[src/common/rob_pkg.sv]
package rob_pkg;

    // Buffer and datapath sizes
    localparam int unsigned rob_entries = 8;
    localparam int unsigned rob_tag_w   = 3;
    localparam int unsigned xlen        = 32;
    localparam int unsigned reg_w       = 5;

    // RV32I major opcodes
    localparam logic [6:0] opcode_op  = 7'b0110011;
    localparam logic [6:0] opcode_imm = 7'b0010011;

    // funct3 and funct7 values of the supported subset
    localparam logic [2:0] f3_add_sub = 3'b000;
    localparam logic [2:0] f3_sll     = 3'b001;
    localparam logic [2:0] f3_xor     = 3'b100;
    localparam logic [6:0] f7_base    = 7'b0000000;
    localparam logic [6:0] f7_alt     = 7'b0100000;

    typedef logic [rob_tag_w-1:0] rob_tag_t;

    typedef enum logic [2:0] {
        op_none,
        op_add,
        op_sub,
        op_xor,
        op_addi,
        op_xori,
        op_slli
    } alu_op_e;

    typedef struct packed {
        logic [6:0]       funct7;
        logic [reg_w-1:0] rs2;
        logic [reg_w-1:0] rs1;
        logic [2:0]       funct3;
        logic [reg_w-1:0] rd;
        logic [6:0]       opcode;
    } instr_r_t;

    typedef struct packed {
        logic [11:0]      imm12;
        logic [reg_w-1:0] rs1;
        logic [2:0]       funct3;
        logic [reg_w-1:0] rd;
        logic [6:0]       opcode;
    } instr_i_t;

    // Same 32-bit word, seen as R or I format
    typedef union packed {
        instr_r_t r;
        instr_i_t i;
    } instr_u;

    typedef struct packed {
        alu_op_e          op;
        logic [reg_w-1:0] rd;
        logic [xlen-1:0]  a;
        logic [xlen-1:0]  b;
        logic             long_lane;
    } issue_t;

    typedef struct packed {
        issue_t   iss;
        rob_tag_t tag;
    } exec_req_t;

    typedef struct packed {
        logic            valid;
        rob_tag_t        tag;
        logic [xlen-1:0] value;
    } wb_t;

    typedef struct packed {
        logic             valid;
        logic [reg_w-1:0] rd;
        logic [xlen-1:0]  value;
        rob_tag_t         tag;
    } commit_t;

endpackage

[src/hw/arch_regfile.sv]
`timescale 1ns/1ps

module arch_regfile (
    input  logic              clk,
    input  logic              rst_n,
    input  logic              flush,
    input  logic [4:0]        rs1,
    input  logic [4:0]        rs2,
    output logic [31:0]       rs1_val,
    output logic [31:0]       rs2_val,
    output logic              rs1_pending,
    output logic              rs2_pending,
    input  logic              alloc_valid,
    input  logic [4:0]        alloc_rd,
    input  rob_pkg::rob_tag_t alloc_tag,
    input  rob_pkg::commit_t  commit
);
    import rob_pkg::*;

    logic [xlen-1:0]     regs   [2**reg_w];
    rob_tag_t            writer [2**reg_w];
    logic [2**reg_w-1:0] pending;

    // x0 reads as zero whatever the array holds
    assign rs1_val     = (rs1 == '0) ? '0 : regs[rs1];
    assign rs2_val     = (rs2 == '0) ? '0 : regs[rs2];
    assign rs1_pending = pending[rs1];
    assign rs2_pending = pending[rs2];

    always_ff @(posedge clk) begin
        if (commit.valid && commit.rd != '0) begin
            regs[commit.rd] <= commit.value;
        end
        if (alloc_valid) begin
            writer[alloc_rd] <= alloc_tag;
        end
    end

    always_ff @(posedge clk) begin
        if (!rst_n || flush) begin
            pending <= '0;
        end else begin
            // Older writer retiring must not clear a younger claim
            if (commit.valid && writer[commit.rd] == commit.tag) begin
                pending[commit.rd] <= 1'b0;
            end
            // New allocation to the same register wins
            if (alloc_valid && alloc_rd != '0) begin
                pending[alloc_rd] <= 1'b1;
            end
        end
    end

endmodule

[src/hw/exec_unit.sv]
`timescale 1ns/1ps

module exec_unit (
    input  logic               clk,
    input  logic               rst_n,
    input  logic               flush,
    input  logic               req_valid,
    input  rob_pkg::exec_req_t req,
    output rob_pkg::wb_t       wb_short,
    output rob_pkg::wb_t       wb_long
);
    import rob_pkg::*;

    typedef struct packed {
        rob_tag_t        tag;
        logic [xlen-1:0] a;
        logic [4:0]      shamt;
    } shift_stage_t;

    logic            short_v;
    rob_tag_t        short_tag;
    logic [xlen-1:0] short_val;
    logic [xlen-1:0] short_result;

    // Shift lane, two carry stages then the result stage
    logic            s1_v;
    logic            s2_v;
    logic            long_v;
    shift_stage_t    s1;
    shift_stage_t    s2;
    rob_tag_t        long_tag;
    logic [xlen-1:0] long_val;

    always_comb begin
        case (req.iss.op)
            op_add, op_addi: short_result = req.iss.a + req.iss.b;
            op_sub:          short_result = req.iss.a - req.iss.b;
            op_xor, op_xori: short_result = req.iss.a ^ req.iss.b;
            default:         short_result = '0;
        endcase
    end

    always_ff @(posedge clk) begin
        if (!rst_n || flush) begin
            short_v <= 1'b0;
            s1_v    <= 1'b0;
            s2_v    <= 1'b0;
            long_v  <= 1'b0;
        end else begin
            short_v <= req_valid && !req.iss.long_lane;
            s1_v    <= req_valid && req.iss.long_lane;
            s2_v    <= s1_v;
            long_v  <= s2_v;
        end
    end

    always_ff @(posedge clk) begin
        short_tag <= req.tag;
        short_val <= short_result;
        s1        <= '{tag: req.tag, a: req.iss.a, shamt: req.iss.b[4:0]};
        s2        <= s1;
        long_tag  <= s2.tag;
        long_val  <= s2.a << s2.shamt;
    end

    assign wb_short = '{valid: short_v, tag: short_tag, value: short_val};
    assign wb_long  = '{valid: long_v, tag: long_tag, value: long_val};

    // Only SLLI goes down the shift lane
    assert property (@(posedge clk) disable iff (!rst_n)
        req_valid |-> (req.iss.long_lane == (req.iss.op == op_slli)));

    // Lanes may finish together, never for the same entry
    assert property (@(posedge clk) disable iff (!rst_n)
        wb_short.valid && wb_long.valid |-> wb_short.tag != wb_long.tag);

endmodule

[src/hw/rob_core_top.sv]
`timescale 1ns/1ps

module rob_core_top (
    input  logic             clk,
    input  logic             rst_n,
    input  logic             flush,
    input  rob_pkg::instr_u  instr,
    input  logic             instr_valid,
    output logic             instr_ready,
    output rob_pkg::commit_t commit
);
    import rob_pkg::*;

    logic [reg_w-1:0] rs1;
    logic [reg_w-1:0] rs2;
    logic [xlen-1:0]  rs1_val;
    logic [xlen-1:0]  rs2_val;
    logic             rs1_pending;
    logic             rs2_pending;
    logic             rob_full;
    logic             issue_valid;
    issue_t           issue;
    rob_tag_t         alloc_tag;
    exec_req_t        exec_req;
    wb_t              wb_short;
    wb_t              wb_long;

    rob_decode i_decode (
        .instr       (instr),
        .instr_valid (instr_valid),
        .instr_ready (instr_ready),
        .rs1         (rs1),
        .rs2         (rs2),
        .rs1_val     (rs1_val),
        .rs2_val     (rs2_val),
        .rs1_pending (rs1_pending),
        .rs2_pending (rs2_pending),
        .rob_full    (rob_full),
        .issue_valid (issue_valid),
        .issue       (issue)
    );

    ro_buffer i_rob (
        .clk         (clk),
        .rst_n       (rst_n),
        .flush       (flush),
        .issue_valid (issue_valid),
        .issue       (issue),
        .full        (rob_full),
        .alloc_tag   (alloc_tag),
        .exec_req    (exec_req),
        .wb_short    (wb_short),
        .wb_long     (wb_long),
        .commit      (commit)
    );

    exec_unit i_exec (
        .clk       (clk),
        .rst_n     (rst_n),
        .flush     (flush),
        .req_valid (issue_valid),
        .req       (exec_req),
        .wb_short  (wb_short),
        .wb_long   (wb_long)
    );

    arch_regfile i_regfile (
        .clk         (clk),
        .rst_n       (rst_n),
        .flush       (flush),
        .rs1         (rs1),
        .rs2         (rs2),
        .rs1_val     (rs1_val),
        .rs2_val     (rs2_val),
        .rs1_pending (rs1_pending),
        .rs2_pending (rs2_pending),
        .alloc_valid (issue_valid),
        .alloc_rd    (issue.rd),
        .alloc_tag   (alloc_tag),
        .commit      (commit)
    );

endmodule

[src/hw/rob_decode.sv]
`timescale 1ns/1ps

module rob_decode (
    input  rob_pkg::instr_u instr,
    input  logic            instr_valid,
    output logic            instr_ready,
    output logic [4:0]      rs1,
    output logic [4:0]      rs2,
    input  logic [31:0]     rs1_val,
    input  logic [31:0]     rs2_val,
    input  logic            rs1_pending,
    input  logic            rs2_pending,
    input  logic            rob_full,
    output logic            issue_valid,
    output rob_pkg::issue_t issue
);
    import rob_pkg::*;

    alu_op_e op;
    logic    is_r;
    logic    is_i;
    logic    legal;
    logic    hazard;

    assign is_r = (instr.r.opcode == opcode_op);
    assign is_i = (instr.i.opcode == opcode_imm);

    always_comb begin
        op = op_none;
        if (is_r) begin
            if (instr.r.funct3 == f3_add_sub && instr.r.funct7 == f7_base) begin
                op = op_add;
            end else if (instr.r.funct3 == f3_add_sub && instr.r.funct7 == f7_alt) begin
                op = op_sub;
            end else if (instr.r.funct3 == f3_xor && instr.r.funct7 == f7_base) begin
                op = op_xor;
            end
        end else if (is_i) begin
            case (instr.i.funct3)
                f3_add_sub: op = op_addi;
                f3_xor:     op = op_xori;
                // Upper immediate bits must be zero for a plain shift
                f3_sll:     op = (instr.i.imm12[11:5] == f7_base) ? op_slli : op_none;
                default:    op = op_none;
            endcase
        end
    end

    assign legal = (op != op_none);
    assign rs1   = instr.r.rs1;
    assign rs2   = instr.r.rs2;

    // In I format the rs2 field holds immediate bits
    // Reads of x0 never wait
    assign hazard = (rs1 != '0 && rs1_pending) || (is_r && rs2 != '0 && rs2_pending);

    // Illegal words are swallowed
    assign instr_ready = !legal || (!rob_full && !hazard);
    assign issue_valid = instr_valid && legal && !rob_full && !hazard;

    always_comb begin
        issue.op        = op;
        issue.rd        = instr.r.rd;
        issue.a         = rs1_val;
        issue.b         = is_r ? rs2_val : {{(xlen-12){instr.i.imm12[11]}}, instr.i.imm12};
        issue.long_lane = (op == op_slli);
    end

endmodule

[src/ro_buffer/ro_buffer.sv]
`timescale 1ns/1ps

module ro_buffer (
    input  logic               clk,
    input  logic               rst_n,
    input  logic               flush,
    input  logic               issue_valid,
    input  rob_pkg::issue_t    issue,
    output logic               full,
    output rob_pkg::rob_tag_t  alloc_tag,
    output rob_pkg::exec_req_t exec_req,
    input  rob_pkg::wb_t       wb_short,
    input  rob_pkg::wb_t       wb_long,
    output rob_pkg::commit_t   commit
);
    import rob_pkg::*;

    logic [rob_entries-1:0] ent_valid;
    logic [rob_entries-1:0] ent_done;
    logic [reg_w-1:0]       ent_rd    [rob_entries];
    logic [xlen-1:0]        ent_value [rob_entries];

    rob_tag_t           head;
    rob_tag_t           tail;
    logic [rob_tag_w:0] count;
    logic               alloc;
    logic               retire;

    logic               commit_valid;
    logic [reg_w-1:0]   commit_rd;
    logic [xlen-1:0]    commit_value;
    rob_tag_t           commit_tag;

    assign full   = (count == rob_entries);
    assign alloc  = issue_valid && !full;
    assign retire = ent_valid[head] && ent_done[head];

    // New entry goes to execute in the same cycle it is allocated
    assign alloc_tag = tail;
    assign exec_req  = '{iss: issue, tag: tail};

    assign commit = '{valid: commit_valid, rd: commit_rd, value: commit_value, tag: commit_tag};

    always_ff @(posedge clk) begin
        if (!rst_n || flush) begin
            ent_valid    <= '0;
            ent_done     <= '0;
            head         <= '0;
            tail         <= '0;
            count        <= '0;
            commit_valid <= 1'b0;
        end else begin
            commit_valid <= retire;
            if (retire) begin
                ent_valid[head] <= 1'b0;
                head            <= head + 1'b1;
            end
            if (alloc) begin
                ent_valid[tail] <= 1'b1;
                ent_done[tail]  <= 1'b0;
                tail            <= tail + 1'b1;
            end
            // Both lanes can complete in one cycle
            if (wb_short.valid) begin
                ent_done[wb_short.tag] <= 1'b1;
            end
            if (wb_long.valid) begin
                ent_done[wb_long.tag] <= 1'b1;
            end
            case ({alloc, retire})
                2'b10:   count <= count + 1'b1;
                2'b01:   count <= count - 1'b1;
                default: count <= count;
            endcase
        end
    end

    always_ff @(posedge clk) begin
        if (alloc) begin
            ent_rd[tail] <= issue.rd;
        end
        if (wb_short.valid) begin
            ent_value[wb_short.tag] <= wb_short.value;
        end
        if (wb_long.valid) begin
            ent_value[wb_long.tag] <= wb_long.value;
        end
        commit_rd    <= ent_rd[head];
        commit_value <= ent_value[head];
        commit_tag   <= head;
    end

    // Decoder must never issue into a full buffer
    assert property (@(posedge clk) disable iff (!rst_n)
        issue_valid |-> !full);

    // Each result lands once, on a live entry
    assert property (@(posedge clk) disable iff (!rst_n || flush)
        wb_short.valid |-> ent_valid[wb_short.tag] && !ent_done[wb_short.tag]);
    assert property (@(posedge clk) disable iff (!rst_n || flush)
        wb_long.valid |-> ent_valid[wb_long.tag] && !ent_done[wb_long.tag]);

endmodule

[config.mk]
export PLATFORM = sky130hd
export DESIGN_NAME = rob_core_top
export DESIGN_NICKNAME = d
export VERILOG_FILES = /design/src/common/rob_pkg.sv /design/src/hw/arch_regfile.sv /design/src/hw/exec_unit.sv /design/src/hw/rob_core_top.sv /design/src/hw/rob_decode.sv /design/src/ro_buffer/ro_buffer.sv
export SDC_FILE = /design/constraint.sdc
export NUM_CORES = 2
export LEC_CHECK = 0
export BUFFER_PORTS_ARGS = -buffer_cell sky130_fd_sc_hd__buf_2
export CORE_MARGIN = 2
export CORE_UTILIZATION = 30
export CTS_BUF_LIST = sky130_fd_sc_hd__clkbuf_2
export CTS_CLUSTER_SIZE = 12
export DETAILED_ROUTE_END_ITERATION = 7
export PLACE_DENSITY = 0.51
export SLEW_MARGIN = 30
export SYNTH_ARGS = -nofsm -noshare
export SYNTH_HDL_FRONTEND = slang
export SYNTH_SLANG_ARGS = --single-unit
[constraint.sdc]
create_clock -name clk -period 9.1 [get_ports clk]
set_input_delay 1.365 -clock clk [delete_from_list [all_inputs] [get_ports clk]]
set_output_delay 1.365 -clock clk [all_outputs]
set_load 0.02 [all_outputs]
==> key figures <==
Status
  – Status: finished clean

Synthesis
  – Top cells by area, synth: edfxtp_1 55%, mux4_2 17%, dfxtp_1 6.5%
  – Syn Inst Count: 4519
  – Synth warn: 0
  – Flops & latches, synth: around 1700
  – Avg Cell Area, Syn: between 15 and 20 um2
  – Mapped Area: ~0.077 mm2
  – Cell taking the most area after synthesis: edfxtp_1
  – Count leader, synth: edfxtp_1
  – Sequential fraction of the synthesis area: 61.8%
  – Post-synth top cells: 1416 x edfxtp_1, 589 x mux4_2, 346 x mux2_2
  – Most used DFF post-synth: edfxtp_1
  – FFs w/ async S/R, synth: 0%
  – Cell variety after synth: 84
  – Post-synth EDFFs: roughly 1400
  – Synth top area share: 55.3%

Route
  – Vias: between 40000 and 50000
  – DRC violations left: 0
  – WL final: 263 mm
  – Drt pass-1 iters: 5
  – Initial drt markers: between 5000 and 6000
  – Wire per inst: 30.3 um
  – DRT antenna net count: 0
  – Via/cell ratio: ~5.5

Final layout
  – Multi-input logic area: 0.0282 mm2
  – Final Cell Area: 0.0863 mm2
  – Layout fillers: 24400
  – Area grow syn2layout: 12.3%
  – Fraction of layout cells with a size suffix above 1: 37.4%
  – Seq. cell area: 0.0475 mm2
  – Final net count: about 5100
  – Util after Layout: around 34%

Power
  – NetSw: ~4000 uW
  – Power consumption: 14600 uW
  – Int Power: approximately 11000 uW
  – Seq pwr share: 56.5%
  – Comb power frac: 7.4%
  – Leakage: 0.0294 uW
  – Max VDD drop: 131 uV
  – Pwr dens: between 150 and 200 mW/mm2
  – Clock share of power: 36.1%
  – Net Sw Frac: 26.6%

Global routing
  – Vias in the first global route: 48200
  – Initial antenna violation count: 22
  – First-pass GRT wire length: 369 mm
  – Largest net degree at the start of global routing: between 80 and 90
  – All-Layer GR Usage: 20.0%
  – Gr ovfl total: 0

Floorplan
  – Core ar.: roughly 0.25 mm2
  – Row count: 185
  – Die height: between 500 and 600 um
  – Die X: 510 um
  – IO Pins: 78
  – Die Area: 0.260 mm2
  – Initial Utilization: a little under a third

Worst hold path
  – Hold Crit Start: i_exec.s1[14]
  – Hold Path Depth: 0
  – Worst Hold Class: register to register
  – Hold endpoint: i_exec.s2[14]

Timing
  – Skew final: between 0.2 and 0.3 ns
  – Crit path time final: about 6.5 ns
  – Tcrit/Tclk final: a little over 70%
  – Slew margin rel.: roughly a tenth
  – Final setup fails: 0
  – Final hold vios: 0
  – Final slew viol count: 0
  – Worst Tran Pin Value: approximately 1.3 ns
  – Fmax: 154 MHz
  – Fin Setup TNS: 0 ns
  – Final hold slack: 0.267 ns
  – RSZ-0062 raised after global routing: no

Critical path
  – Critical path endpoint category: register
  – Crit path cell chain: mux4_2 -> mux2_2 -> nand2_1 -> o21ai_0 -> a221oi_1 -> nand3_1 -> nor4_4 -> a21oi_1 -> xnor2_1 -> ha_1 -> a21o_1 -> a31o_2 -> a2bb2oi_1 -> nand3b_1 -> a41oi_1 -> o21ai_0 -> a21o_1 -> a21oi_1 -> xor2_1 -> o22ai_1
  – Worst reg-to-reg path cell count: 20
  – Worst flop-to-flop path startpoint: i_regfile.regs[7][8]
  – Worst Path Arrival: 8.17 ns
  – Setup crit start kind: register
  – Critical path's slowest cell: a221oi_1
  – RR Endpoint: i_exec.short_val[21]
  – Required @ worst endpoint: 10.77 ns
  – Crit path largest cell delay: between 0.8 and 0.9 ns
  – Sum of buffers and inverters on the critical path: 0
  – Register-to-register setup slack: 2.61 ns
  – Crit Path Class: register to register
  – CP delay by family, top: compound AO/OA/AOI/OAI gates
  – Worst-path maximum fanout: 7

Clock tree
  – CTS sink count: approximately 1700
  – CTS tree: yes
  – CTS Buf Count: 454
  – Clock transition at path regs: between 0.1 and 0.15 ns
  – Clock Path Buffers: 4
  – Resized cells post-CTS: 0
  – H-tree Lvls: 5
  – Worst skew pair latency: 2.06 ns
  – Root buf cell: clkbuf_2

Place
  – # port buffers: 77
  – Dpl hpwl: 159 mm
  – Gpl congestion: 0.871
  – Placed instance area: ~0.08 mm2

Job
  – Max_cap viols: 0
## stage by stage
step | instances | setup slack, ns
floorplan | 4550 | 2.19
global placement | 7866 | 1.27
detailed placement | 7870 | 1.24
CTS | 8667 | 2.74
global route | 8676 | 2.42
finish | 8681 | 2.61
## routing by layer
| metal | part of all wire, % | vias to the layer above | track usage, % |
|---|---|---|---|
| met4 | 3.8 | 6 | 7.83 |
| met1 | 41 | 24900 | 26.8 |
| met3 | 8.0 | 535 | 4.16 |
| met5 | 0.014 | - | 0 |
| li1 | - | 19700 | - |
| met2 | 47 | 2414 | 31.9 |
## how the worst max path moves through the flow
stage,end,cells past startpoint,startpoint
after floorplan,i_exec.short_val[30],22,instr[15]
after global placement,i_exec.short_val[31],22,instr[21]
after detailed placement,i_exec.short_val[21],20,instr[3]
after CTS,instr_ready,10,instr[20]
after global routing,i_exec.short_val[31],20,i_regfile.regs[14][0]
final,i_exec.short_val[21],20,i_regfile.regs[7][8]
## kinds of logic after synthesis
group / count (synthesis) / synth area share [%]
compound gates: 589 / 5.13
xor+xnor: 95 / 1.08
fa+ha+maj: 39 / 0.654
buf+inv: 367 / 2.14
flops: 1666 / 61.8
mux: 1160 / 25.4
other cells: 1 / 0.00488
simple gates: 602 / 3.78
## cell type report
| cell class | count | area share (%) |
|---|---|---|
| flip-flops and latches | 1666 | 55.1 |
| multi-input cells | 2517 | 32.7 |
| well taps | 3366 | 4.88 |
| clock buffers | 658 | 3.81 |
| repair buffers | 274 | 2.50 |
| clock inverters | 124 | 0.751 |
| inverters | 62 | 0.270 |
| diodes | 14 | 0.0406 |
## sequential cells by signal, indices dropped and copies added (netlist names), 3 cells and up
register            cells
i_regfile.writer       96
i_exec.long_tag         3
i_exec.short_tag        3
i_rob.ent_valid         8
i_rob.commit_value     32
i_exec.s1              37
i_exec.short_val       32
i_rob.commit_tag        3
i_rob.head              3
i_exec.s2              40
i_rob.alloc_tag         3
i_rob.ent_rd           40
i_regfile.regs       1024
i_rob.commit_rd         5
i_rob.count             4
i_exec.long_val        32
i_rob.ent_value       256
i_regfile.pending      32
i_rob.ent_done          8
## cell usage in the layout (no fill, tap or decap), drive strengths merged, types with 13 or more instances in the layout
master	instances
a211o	14
a211oi	22
a21o	17
a21oi	129
a221oi	48
a22o	21
a22oi	56
a31oi	13
and2	20
buf	259
clkbuf	658
clkinv	112
conb	32
dfxtp	250
diode	14
dlygate4sd3	15
edfxtp	1416
ha	37
inv	67
mux2	346
mux2i	220
mux4	594
nand2	183
nand2b	21
nand3	32
nor2	188
nor2b	24
nor3	36
o21ai	100
o221ai	28
o22ai	73
or3	19
xnor2	45
xor2	50
## power groups by stage
| stage | combinational (uW) | sequential [uW] | clock, uW |
|---|---|---|---|
| after floorplan | 732 | 8410 | 0 |
| after global placement | 1060 | 8440 | 0 |
| after detailed placement | 1060 | 8440 | 0 |
| after CTS | 1070 | 8270 | 5470 |
| after global routing | 1140 | 8280 | 5840 |
| final | 1080 | 8270 | 5290 |
## what timing repair did
item                                    CTS  global route
endpoints found under the setup margin    0             0
hold endpoints to repair                132             0
setup buffers                             0             0
hold buffers                             15             0
Note: power is estimated with default switching activity, not from simulation.
